## src/busPkg.sv

```systemverilog
/* CPU side definitions: register offsets, write bus and decoded config structs.
   Imported by the register bank and by the top level */
package busPkg;

	// Offset inside the sound register block
	typedef logic [5:0] regOffset;

	// Mapped registers, all one byte wide
	localparam regOffset regReloadA     = 6'h1B;	// Ramp A step rate
	localparam regOffset regLimitA      = 6'h1C;
	localparam regOffset regReloadB     = 6'h22;	// Ramp B step rate
	localparam regOffset regLimitB      = 6'h23;
	localparam regOffset regMixCtrl     = 6'h24;
	localparam regOffset regTimerReload = 6'h27;
	localparam regOffset regControl     = 6'h2F;

	// One CPU write, wr is a single cycle strobe
	typedef struct packed {
		logic       wr;
		regOffset   addr;
		logic [7:0] data;
	} cpuWrite;

	// Per ramp unit settings
	typedef struct packed {
		logic [7:0] reload;	// Written value, inverted inside the ramp
		logic [7:0] limit;
	} rampCfg;

	typedef struct packed {
		logic scaleA;
		logic scaleB;
		logic subtract;	// A minus B instead of A plus B
	} mixCfg;

	typedef struct packed {
		logic [7:0] reload;
		logic       enable;
	} timerCfg;

endpackage

```

## src/rampPkg.sv

```systemverilog
/* Datapath widths and status types for the ramp units and the mixer */
package rampPkg;

	localparam int levelWidth = 8;
	localparam int mixWidth   = 16;

	// One envelope level
	typedef logic [levelWidth-1:0] level_t;

	// Mixer result, two's complement when subtracting
	typedef logic [mixWidth-1:0] mix_t;

	// Both ramp levels side by side
	typedef struct packed {
		level_t levelA;
		level_t levelB;
	} rampStatus;

endpackage

```

## src/intervalTimer.sv

```systemverilog
/* Interval timer. A prescaler divides CLK into ticks, an 8-bit counter runs
   from the reload value to 0xFF and the timer pin toggles at each wrap */
`timescale 1ns/1ps

module intervalTimer import busPkg::*; #(
	parameter int timerPrescale = 128	// CLK cycles per tick
) (
	input  logic    CLK,
	input  logic    R86,
	input  timerCfg ctrl,
	output logic    tim
);

	localparam int preWidth = (timerPrescale > 1) ? $clog2(timerPrescale) : 1;
	localparam logic [preWidth-1:0] preLast = preWidth'(timerPrescale - 1);

	logic [preWidth-1:0] preCnt;
	logic [7:0]          timerCnt;
	logic                timQ;

	wire tick       = (preCnt == preLast);
	wire terminalCt = (timerCnt == 8'hFF);

	// Prescaler, parked at zero while stopped
	always_ff @(posedge CLK or negedge R86) begin
		if (!R86)
			preCnt <= '0;
		else if (!ctrl.enable || tick)
			preCnt <= '0;
		else
			preCnt <= preCnt + 1'b1;
	end

	// Main counter and the toggle flop
	always_ff @(posedge CLK or negedge R86) begin
		if (!R86) begin
			timerCnt <= 8'd0;
			timQ     <= 1'b1;
		end else if (!ctrl.enable) begin
			timerCnt <= ctrl.reload;	// Held at reload while stopped
			timQ     <= 1'b1;
		end else if (tick) begin
			if (terminalCt) begin
				timerCnt <= ctrl.reload;
				timQ     <= ~timQ;
			end else begin
				timerCnt <= timerCnt + 8'd1;
			end
		end
	end

	// Pin goes high in the same cycle the enable drops
	assign tim = timQ | ~ctrl.enable;

endmodule

```

## src/rampMixer.sv

```systemverilog
/* Combines the two ramp levels into one registered mix word. Each operand
   may be doubled, and B may be subtracted instead of added */
`timescale 1ns/1ps

module rampMixer import busPkg::*, rampPkg::*; (
	input  logic      CLK,
	input  logic      R86,
	input  rampStatus levels,
	input  mixCfg     ctrl,
	output mix_t      mix
);

	mix_t extA;
	mix_t extB;
	mix_t opA;
	mix_t opB;

	// Zero extend both levels to the mix width
	assign extA = mix_t'(levels.levelA);
	assign extB = mix_t'(levels.levelB);

	// Optional x2 per operand
	assign opA = ctrl.scaleA ? {extA[mixWidth-2:0], 1'b0} : extA;
	assign opB = ctrl.scaleB ? {extB[mixWidth-2:0], 1'b0} : extB;

	always_ff @(posedge CLK or negedge R86) begin
		if (!R86)
			mix <= '0;
		else if (ctrl.subtract)
			mix <= opA - opB;	// Two's complement result
		else
			mix <= opA + opB;
	end

endmodule

```

## src/rampUnit.sv

```systemverilog
/* One envelope ramp. A free running reload counter sets the step rate and the
   level bounces between zero and the programmed limit */
`timescale 1ns/1ps

module rampUnit import busPkg::*, rampPkg::*; (
	input  logic   CLK,
	input  logic   R86,
	input  rampCfg cfg,
	output level_t level
);

	logic [7:0] rateCnt;	// Counts up to 0xFF then reloads
	logic       ovf;	// Registered overflow pulse
	logic       goingUp;

	wire atLimit = (level == level_t'(cfg.limit));
	wire atZero  = (level == '0);

	// Rate counter, reload of N gives one overflow every N+1 cycles
	always_ff @(posedge CLK or negedge R86) begin
		if (!R86) begin
			rateCnt <= 8'd0;
			ovf     <= 1'b0;
		end else if (rateCnt == 8'hFF) begin
			rateCnt <= ~cfg.reload;
			ovf     <= 1'b1;
		end else begin
			rateCnt <= rateCnt + 8'd1;
			ovf     <= 1'b0;
		end
	end

	// Level steps one cycle after the overflow pulse
	always_ff @(posedge CLK or negedge R86) begin
		if (!R86) begin
			level   <= '0;
			goingUp <= 1'b1;
		end else if (ovf) begin
			if (cfg.limit == 8'd0) begin
				level   <= '0;	// Frozen at zero
				goingUp <= 1'b1;
			end else if (goingUp) begin
				if (atLimit) begin
					goingUp <= 1'b0;
					level   <= level - 1'b1;
				end else begin
					// Also covers a limit lowered under the level, wraps through 0xFF
					level <= level + 1'b1;
				end
			end else begin
				if (atZero) begin
					goingUp <= 1'b1;	// Bounce off the floor
					level   <= level + 1'b1;
				end else begin
					level <= level - 1'b1;
				end
			end
		end
	end

endmodule

```

## src/soundRegs.sv

```systemverilog
/* Register bank of the sound block. Latches strobed CPU writes at the mapped
   offsets and presents them as ramp, mixer and timer configuration */
`timescale 1ns/1ps

module soundRegs import busPkg::*; (
	input  logic    CLK,
	input  logic    R86,
	input  cpuWrite bus,
	output rampCfg  cfgA,
	output rampCfg  cfgB,
	output mixCfg   mixCtrl,
	output timerCfg timerCtrl
);

	// Ramp A registers
	always_ff @(posedge CLK or negedge R86) begin
		if (!R86) begin
			cfgA <= '0;
		end else if (bus.wr) begin
			if (bus.addr == regReloadA)
				cfgA.reload <= bus.data;
			if (bus.addr == regLimitA)
				cfgA.limit <= bus.data;
		end
	end

	// Ramp B registers
	always_ff @(posedge CLK or negedge R86) begin
		if (!R86) begin
			cfgB <= '0;
		end else if (bus.wr) begin
			if (bus.addr == regReloadB)
				cfgB.reload <= bus.data;
			if (bus.addr == regLimitB)
				cfgB.limit <= bus.data;
		end
	end

	// Mixer control, only three bits of the byte are kept
	always_ff @(posedge CLK or negedge R86) begin
		if (!R86) begin
			mixCtrl <= '0;
		end else if (bus.wr && bus.addr == regMixCtrl) begin
			mixCtrl.scaleA   <= bus.data[5];
			mixCtrl.scaleB   <= bus.data[1];
			mixCtrl.subtract <= bus.data[0];
		end
	end

	// Timer reload and the enable from the control register
	always_ff @(posedge CLK or negedge R86) begin
		if (!R86) begin
			timerCtrl <= '0;
		end else if (bus.wr) begin
			case (bus.addr)
				regTimerReload: timerCtrl.reload <= bus.data;
				regControl:     timerCtrl.enable <= bus.data[5];	// Timer run bit
				default: ;	// Unmapped offsets fall through
			endcase
		end
	end

endmodule

```

## src/soundTop.sv

```systemverilog
/* Top of the envelope ramp section: register bank, two ramp units, the
   mixer and the interval timer. Prescale of the timer is set here */
`timescale 1ns/1ps

module soundTop import busPkg::*, rampPkg::*; #(
	parameter int timerPrescale = 128
) (
	input  logic      CLK,
	input  logic      R86,
	input  cpuWrite   bus,
	output mix_t      mix,
	output rampStatus levels,
	output logic      tim
);

	rampCfg  cfgA;
	rampCfg  cfgB;
	mixCfg   mixCtrl;
	timerCfg timerCtrl;
	level_t  levelA;
	level_t  levelB;

	soundRegs regs (
		.CLK       (CLK),
		.R86       (R86),
		.bus       (bus),
		.cfgA      (cfgA),
		.cfgB      (cfgB),
		.mixCtrl   (mixCtrl),
		.timerCtrl (timerCtrl)
	);

	// Two identical ramps run side by side
	rampUnit rampA (
		.CLK   (CLK),
		.R86   (R86),
		.cfg   (cfgA),
		.level (levelA)
	);

	rampUnit rampB (
		.CLK   (CLK),
		.R86   (R86),
		.cfg   (cfgB),
		.level (levelB)
	);

	assign levels = '{levelA: levelA, levelB: levelB};

	rampMixer mixer (
		.CLK    (CLK),
		.R86    (R86),
		.levels (levels),
		.ctrl   (mixCtrl),
		.mix    (mix)
	);

	intervalTimer #(
		.timerPrescale (timerPrescale)
	) timer (
		.CLK  (CLK),
		.R86  (R86),
		.ctrl (timerCtrl),
		.tim  (tim)
	);

endmodule

```

## config.mk

```make
export PLATFORM = sky130hd
export DESIGN_NAME = soundTop
export DESIGN_NICKNAME = d
export VERILOG_FILES = /design/src/busPkg.sv /design/src/rampPkg.sv /design/src/intervalTimer.sv /design/src/rampMixer.sv /design/src/rampUnit.sv /design/src/soundRegs.sv /design/src/soundTop.sv
export SDC_FILE = /design/constraint.sdc
export NUM_CORES = 1
export LEC_CHECK = 0
export BUFFER_PORTS_ARGS = -buffer_cell sky130_fd_sc_hd__buf_2
export CAP_MARGIN = 20
export CORE_MARGIN = 3
export CORE_UTILIZATION = 25
export CTS_CLUSTER_SIZE = 16
export DETAILED_ROUTE_END_ITERATION = 8
export GPL_TIMING_DRIVEN = 0
export MAX_ROUTING_LAYER = met4
export PLACE_DENSITY_LB_ADDON = 0.15
export SYNTH_ARGS = -nofsm -noshare
export SYNTH_HDL_FRONTEND = slang
export SYNTH_SLANG_ARGS = --single-unit
```

## constraint.sdc

```tcl
create_clock -name CLK -period 5.8 [get_ports CLK]
set_input_delay 0.58 -clock CLK [delete_from_list [all_inputs] [get_ports CLK]]
set_output_delay 0.58 -clock CLK [all_outputs]
set_load 0.05 [all_outputs]
```

# Word level (Yosys, flattened, before mapping)
# Cells that the tools add are included.
[word_totals] ff_bits=112 input_bits=17 out_inout_bits=33 word_cells=95
[classes] add_sub_neg=10 n_eq_ne=15 n_mux=30 bitwise=5 reduce_logical=14
[ops] op="$mux W8" count=13
[ops] op="$add A8 B1 Y8 const B" count=5
[ops] op="$logic_not A8 Y1" count=4
[ops] op="$eq A6 B6 Y1 const B" count=5
[ops] op="$eq A8 B8 Y1 const B" count=3
[ops] op="$mux W9" count=2
[ops] op="$add A16 B16 Y16" count=1
[ops] op="$eq A8 B8 Y1" count=2
[ops] op="$mux W16" count=1
[ops] op="$not A8 Y8" count=2
[ops] op="$sub A16 B16 Y16" count=1
[ops] op="$sub A8 B1 Y8 const B" count=2
[ops] op="$reduce_and A2 Y1" count=7
[ops] op="$mux W1" count=13
[ops] op="$eq A6 B5 Y1 const B" count=2
[ops] op="$add A7 B1 Y7 const B" count=1
[ops] op="$eq A7 B7 Y1 const B" count=1
[ops] op="$mux W7" count=1
[ops] op="$ne A2 B1 Y1 const B" count=2
[ops] op="$not A1 Y1" count=2
[ops] op="$logic_and A1 B1 Y1" count=1
[ops] op="$logic_not A1 Y1" count=1
[ops] op="$logic_or A1 B1 Y1" count=1
[ops] op="$or A1 B1 Y1" count=1

# Depth between registers and ports, before layout
[depth] ltp_word=4 mapped_depth=12

# By module
# From an unflattened synthesis, not the netlist that was laid out.
[unflattened] hier_cells=648 area_unflattened_um2=6749.0
[by_module_without_submodules] module="rampUnit" n_inst=2 cells_per_inst=150 area_each_um2=1358.8 seq_area_each_um2=451.7
[by_module_without_submodules] module="soundRegs" n_inst=1 cells_per_inst=104 area_each_um2=1721.7 seq_area_each_um2=1101.1
[by_module_without_submodules] module="rampMixer" n_inst=1 cells_per_inst=148 area_each_um2=1415.1 seq_area_each_um2=400.4
[by_module_without_submodules] module="intervalTimer" n_inst=1 cells_per_inst=96 area_each_um2=894.6 seq_area_each_um2=401.6

# Worst setup path before layout
# Ideal clock, no wire load.
[synth_timing] path_type="reg-to-reg" from="register rampA.level[1]" to="register mixer.mix[9]" setup_ps=83 arrival_ps=2911 t_required_ps=5717 slack_ps=2806 stages_incl_launch_ff=10 path_buffers=0 period_less_slack_ps=2994 path_cell_list="dfrtp_1 > inv_1 > o21ai_0 > ha_1 > nor2b_1 > o21ai_0 > a21boi_0 > o41ai_1 > a211oi_1 > o22ai_1"
[synth_between] elab_chain_len=3 word_cells_on_any_way=4 classes_between="2 x add/sub; 2 x mux"
[synth_rtl] item="start, declared" line="rampUnit.sv:9" source="output level_t level"
[synth_rtl] item="start signal, assigned" line="rampUnit.sv:45" source="level <= level - 1'b1;"
[synth_rtl] item="start signal, assigned" line="rampUnit.sv:48" source="level <= level + 1'b1;"
[synth_rtl] item="start signal, assigned" line="rampUnit.sv:53" source="level <= level + 1'b1;"
[synth_rtl] item="$mux W9 *" line="rampMixer.sv:23" source="assign opA = ctrl.scaleA ? {extA[mixWidth-2:0], 1'b0} : extA;"
[synth_rtl] item="$add A16 B16 Y16 / $sub A16 B16 Y16 (equally long branches)" line="rampMixer.sv:32, rampMixer.sv:30"
[synth_rtl] item="$mux W16 *" line="rampMixer.sv:29" source="else if (ctrl.subtract)"
[synth_rtl] item="end signal, assigned" line="rampMixer.sv:30" source="mix <= opA - opB;"
[synth_rtl] item="end signal, assigned" line="rampMixer.sv:32" source="mix <= opA + opB;"
[synth_rtl] item="end, declared" line="rampMixer.sv:10" source="output mix_t mix"
# Every way passes the cells marked *; elsewhere a longest branch is shown, timed or not.
# A chain may end at the register's enable or synchronous reset.

# Final worst setup path
# Ends and elaborated chain as after synthesis.

==> results_tabular.tex <==
\begin{tabular}{lr}
\hline
Metric & Value \\
\hline
\multicolumn{2}{l}{\textbf{Outcome}} \\
\quad Outcome & finished clean \\
\multicolumn{2}{l}{\textbf{Setup path}} \\
\quad Cells traversed along the worst timing path & inv\_1, o21ai\_0, ha\_1, nor2b\_1, o21ai\_0, a21boi\_0, o41ai\_1, a211oi\_1, o22ai\_1 \\
\quad Setup CP Type & flip-flop to flip-flop \\
\quad Biggest cell delay along the critical path & 840 ps \\
\quad Setup slack of the most critical reg-to-reg path & 2200 ps \\
\quad Cell type with the highest occurrence count on the critical path & sky130\_fd\_sc\_hd\_\_o21ai\_0 \\
\quad Highest-delay cell along the critical path & sky130\_fd\_sc\_hd\_\_o21ai\_0 \\
\quad Arr. time, crit path & 3880 ps \\
\quad Cell count of the worst reg-to-reg path & 9 \\
\quad Startpoint of the lowest-slack register-to-register path & rampA.level[1]\$\_DFFE\_PN0P\_ \\
\quad Capture instance of the worst register-to-register path & mixer.mix[9]\$\_DFF\_PN0\_ \\
\quad Category of the worst setup path launch point & flip-flop \\
\quad Endpoint kind of the worst setup timing path & flip-flop \\
\quad Maximum fanout encountered on the critical timing path & 8 \\
\quad Sum of buffers and inverters on the critical path & 1 \\
\quad Required @ worst endpoint & 6080 ps \\
\quad Critical Path Start & rampA.level[1]\$\_DFFE\_PN0P\_ \\
\quad Cell class contributing the biggest share of worst-path delay & compound AO/OA/AOI/OAI gates \\
\quad Critical path capture point & mixer.mix[9]\$\_DFF\_PN0\_ \\
\quad Cell depth of the worst setup path & 9 \\
\multicolumn{2}{l}{\textbf{Timing}} \\
\quad Setup violations, final & 0 \\
\quad Unrepaired setup endpoints after global routing & false \\
\quad Setup TNS after final layout & 0 ps \\
\quad Worst max-slew margin expressed relative to the limit & 0.306 \\
\quad Shortest clock period the worst path allows after layout & 3600 ps \\
\quad Final hold violation count & 0 \\
\quad Final cycle utilization of the critical path & 0.621 \\
\quad Count of final max-slew check failures & 0 \\
\quad Worst slew pin tran & 1030 ps \\
\quad Maximum clock rate & 0.277 GHz \\
\quad Fin Clk Skew & 7.10 ps \\
\quad Least setup slack across all paths after layout & 2200 ps \\
\multicolumn{2}{l}{\textbf{Logic synthesis}} \\
\quad Proportion of register bits with asynchronous set or reset after synthesis & 1.00 \\
\quad Top post-synthesis cells by area & sky130\_fd\_sc\_hd\_\_dfrtp\_1 (43\%), sky130\_fd\_sc\_hd\_\_mux2\_2 (8.7\%), sky130\_fd\_sc\_hd\_\_ha\_1 (5.6\%) \\
\quad Synthesized cell area & 6310 sq um \\
\quad Most frequent cell after synthesis & sky130\_fd\_sc\_hd\_\_dfrtp\_1 \\
\quad Flop and latch count out of synthesis & 112 \\
\quad EDFF count, synth & 0 \\
\quad Most frequently used flop master after synthesis & sky130\_fd\_sc\_hd\_\_dfrtp\_1 \\
\quad Post-synthesis sequential area ratio & 0.445 \\
\quad Per-instance average area after synthesis & 10.1 sq um \\
\quad Number of cells produced by synthesis & 624 \\
\quad List of most frequent post-synthesis cells & sky130\_fd\_sc\_hd\_\_dfrtp\_1 (109), sky130\_fd\_sc\_hd\_\_nand2\_1 (53), sky130\_fd\_sc\_hd\_\_mux2\_2 (49), sky130\_fd\_sc\_hd\_\_nor2\_1 (36), sky130\_fd\_sc\_hd\_\_xnor2\_1 (34) \\
\quad Warning count from the yosys run & 0 \\
\quad Area share of the leading cell type in the synthesized netlist & 0.432 \\
\quad Nets in the synthesized netlist & 671 \\
\quad Yosys cell types & 62 \\
\quad Synth area leader & sky130\_fd\_sc\_hd\_\_dfrtp\_1 \\
\multicolumn{2}{l}{\textbf{Clock tree}} \\
\quad Number of buffers inserted by hold repair at cts & 0 \\
\quad Later-pin clock latency in the skew report & 360 ps \\
\quad Count of instances resized after the clock tree is built & 0 \\
\quad CTS tree & yes \\
\quad Reg clk slew, reported paths & 70 ps \\
\quad Depth of the CTS H-tree & 3 \\
\quad Maximum root-to-sink buffer count & 2 \\
\quad Clock tree root driver cell & sky130\_fd\_sc\_hd\_\_clkbuf\_16 \\
\quad Post-CTS Setup Bufs & 0 \\
\quad CTS Sinks & 112 \\
\quad Number of buffers created by CTS & 9 \\
\multicolumn{2}{l}{\textbf{Floorplanning}} \\
\quad Area of the die & 27200 sq um \\
\quad Std cell rows & 57 \\
\quad Starting utilization of the core area & 0.257 \\
\quad Count of pins on the block boundary & 50 \\
\quad Overall die width & 165 microns \\
\quad Vert. Die Dim & 165 microns \\
\quad Core area & 24500 sq um \\
\multicolumn{2}{l}{\textbf{Global routing}} \\
\quad Final global-route overflow total & 0 \\
\quad Global routing usage summed across all routing layers & 0.121 \\
\quad Global-route wire length before repair & 25.1 mm \\
\quad Via count of the first global-routing pass & 4721 \\
\quad Initial antenna violation count & 0 \\
\quad Largest net degree at the start of global routing & 93 \\
\multicolumn{2}{l}{\textbf{Placed design}} \\
\quad HPWL reported at the end of detailed placement & 11.0 mm \\
\quad Count of port buffers added during placement & 49 \\
\quad Placer Congestion & 0.854 \\
\quad Pre-CTS setup slack & 2190 ps \\
\multicolumn{2}{l}{\textbf{Pwr}} \\
\quad Maximum vdd drop & 0.134 mV \\
\quad Static power due to leakage & 3.48 nW \\
\quad Power per unit of standard cell area & 237 nW/um\^{}2 \\
\multicolumn{2}{l}{\textbf{Route}} \\
\quad Total number of vias & 4774 \\
\quad First-pass iteration count of the detailed router & 5 \\
\quad Via density per instance & 4.71 \\
\quad Total DRC errors in the routed layout & 0 \\
\quad Overall routed net length & 15.2 mm \\
\quad DRC violation total after the first TritonRoute iteration & 257 \\
\quad Average routed wire per standard cell & 15.0 microns \\
\quad Antenna-violating nets left & 0 \\
\multicolumn{2}{l}{\textbf{Worst hold path}} \\
\quad Path type of the worst min-delay path & input port to asynchronous set/reset pin \\
\multicolumn{2}{l}{\textbf{Finish}} \\
\quad Count of inserted antenna diode cells & 0 \\
\quad Area added between synthesis and finish & 15.8\% \\
\quad Total number of nets in the final design & 732 \\
\quad Fraction of final layout cells with drive strength greater than 1 & 0.213 \\
\multicolumn{2}{l}{\textbf{Flow run}} \\
\quad Max\_cap viols & 0 \\
\hline
\end{tabular}
## how the worst min path moves through the flow
stage / cells past startpoint / end / slack [ps] / from
floorplan: 0 / mixer.mix[0]$_DFF_PN0_ / 280 / R86
global placement: 1 / rampB.rateCnt[0]$_DFF_PN0_ / 430 / regs.cfgB[8]$_DFFE_PN0P_
detailed placement: 1 / mixer.mix[14]$_DFF_PN0_ / 440 / R86
CTS: 1 / mixer.mix[12]$_DFF_PN0_ / 60 / R86
global route: 1 / mixer.mix[12]$_DFF_PN0_ / 60 / R86
finish: 1 / mixer.mix[12]$_DFF_PN0_ / 60 / R86
## final cells by class
cell class / instances / area (sq um)
Fill cell: 2594 / 17200
Multi-Input combinational cell: 452 / 3240
Sequential cell: 112 / 2810
Tap cell: 324 / 405
Timing Repair Buffer: 50 / 279
Clock buffer: 10 / 239
Buffer: 26 / 140
Inverter: 34 / 128
Clock inverter: 6 / 75.1
## kinds of logic after synthesis
kind of cell             synth area share
AO/OA/AOI/OAI                       0.124
XOR/XNOR                           0.0611
adder cells (fa/ha/maj)            0.0619
buffers and inverters              0.0424
flip-flops                          0.445
multiplexers                        0.108
AND/OR/NAND/NOR                     0.158
## cell usage in the layout (no fill, tap or decap), types with 19 or more instances in the layout
master	n
sky130_fd_sc_hd__a21oi_1	22
sky130_fd_sc_hd__a31oi_1	19
sky130_fd_sc_hd__buf_2	58
sky130_fd_sc_hd__dfrtp_1	109
sky130_fd_sc_hd__ha_1	28
sky130_fd_sc_hd__inv_1	33
sky130_fd_sc_hd__mux2_2	49
sky130_fd_sc_hd__nand2_1	53
sky130_fd_sc_hd__nand3_1	23
sky130_fd_sc_hd__nor2_1	36
sky130_fd_sc_hd__o21ai_0	30
sky130_fd_sc_hd__xnor2_1	34
## sequential cells by signal, summed over array words and instances, names as in the netlist
name	flops
mixer.mix	16
regs.cfgB	16
regs.timerCtrl	9
rampB.ovf	1
regs.mixCtrl	3
rampA.ovf	1
regs.cfgA	16
timer.timQ	1
rampB.level	8
rampA.rateCnt	8
timer.timerCnt	8
rampB.rateCnt	8
rampA.level	8
timer.preCnt	7
rampA.goingUp	1
rampB.goingUp	1
## power by group
part / switching (mW) / internal, mW / leakage [nW]
sequential: 0.0462 / 0.839 / 1.49
combinational: 0.0986 / 0.0826 / 1.84
clock: 0.308 / 0.355 / 0.157
## layer usage
layer | global-route usage | part of all wire
met1 | 0.159 | 0.49
met2 | 0.189 | 0.46
met5 | - | 0
met3 | 0.0246 | 0.036
met4 | 0.0343 | 0.013
## through the flow
stage	std cells	total power [mW]	hold WS (ps)	util	area, sq um
after global routing	1014	1.82	58.7	0.298	7310
final	1014	1.73	59.9	0.298	7310
after global placement	997	1.08	432	0.284	6960
after detailed placement	998	1.09	445	0.285	6990
after CTS	1014	1.77	55.4	0.298	7310
after floorplan	624	1.01	284	-	6310
Note: power is estimated with default switching activity, not from simulation.
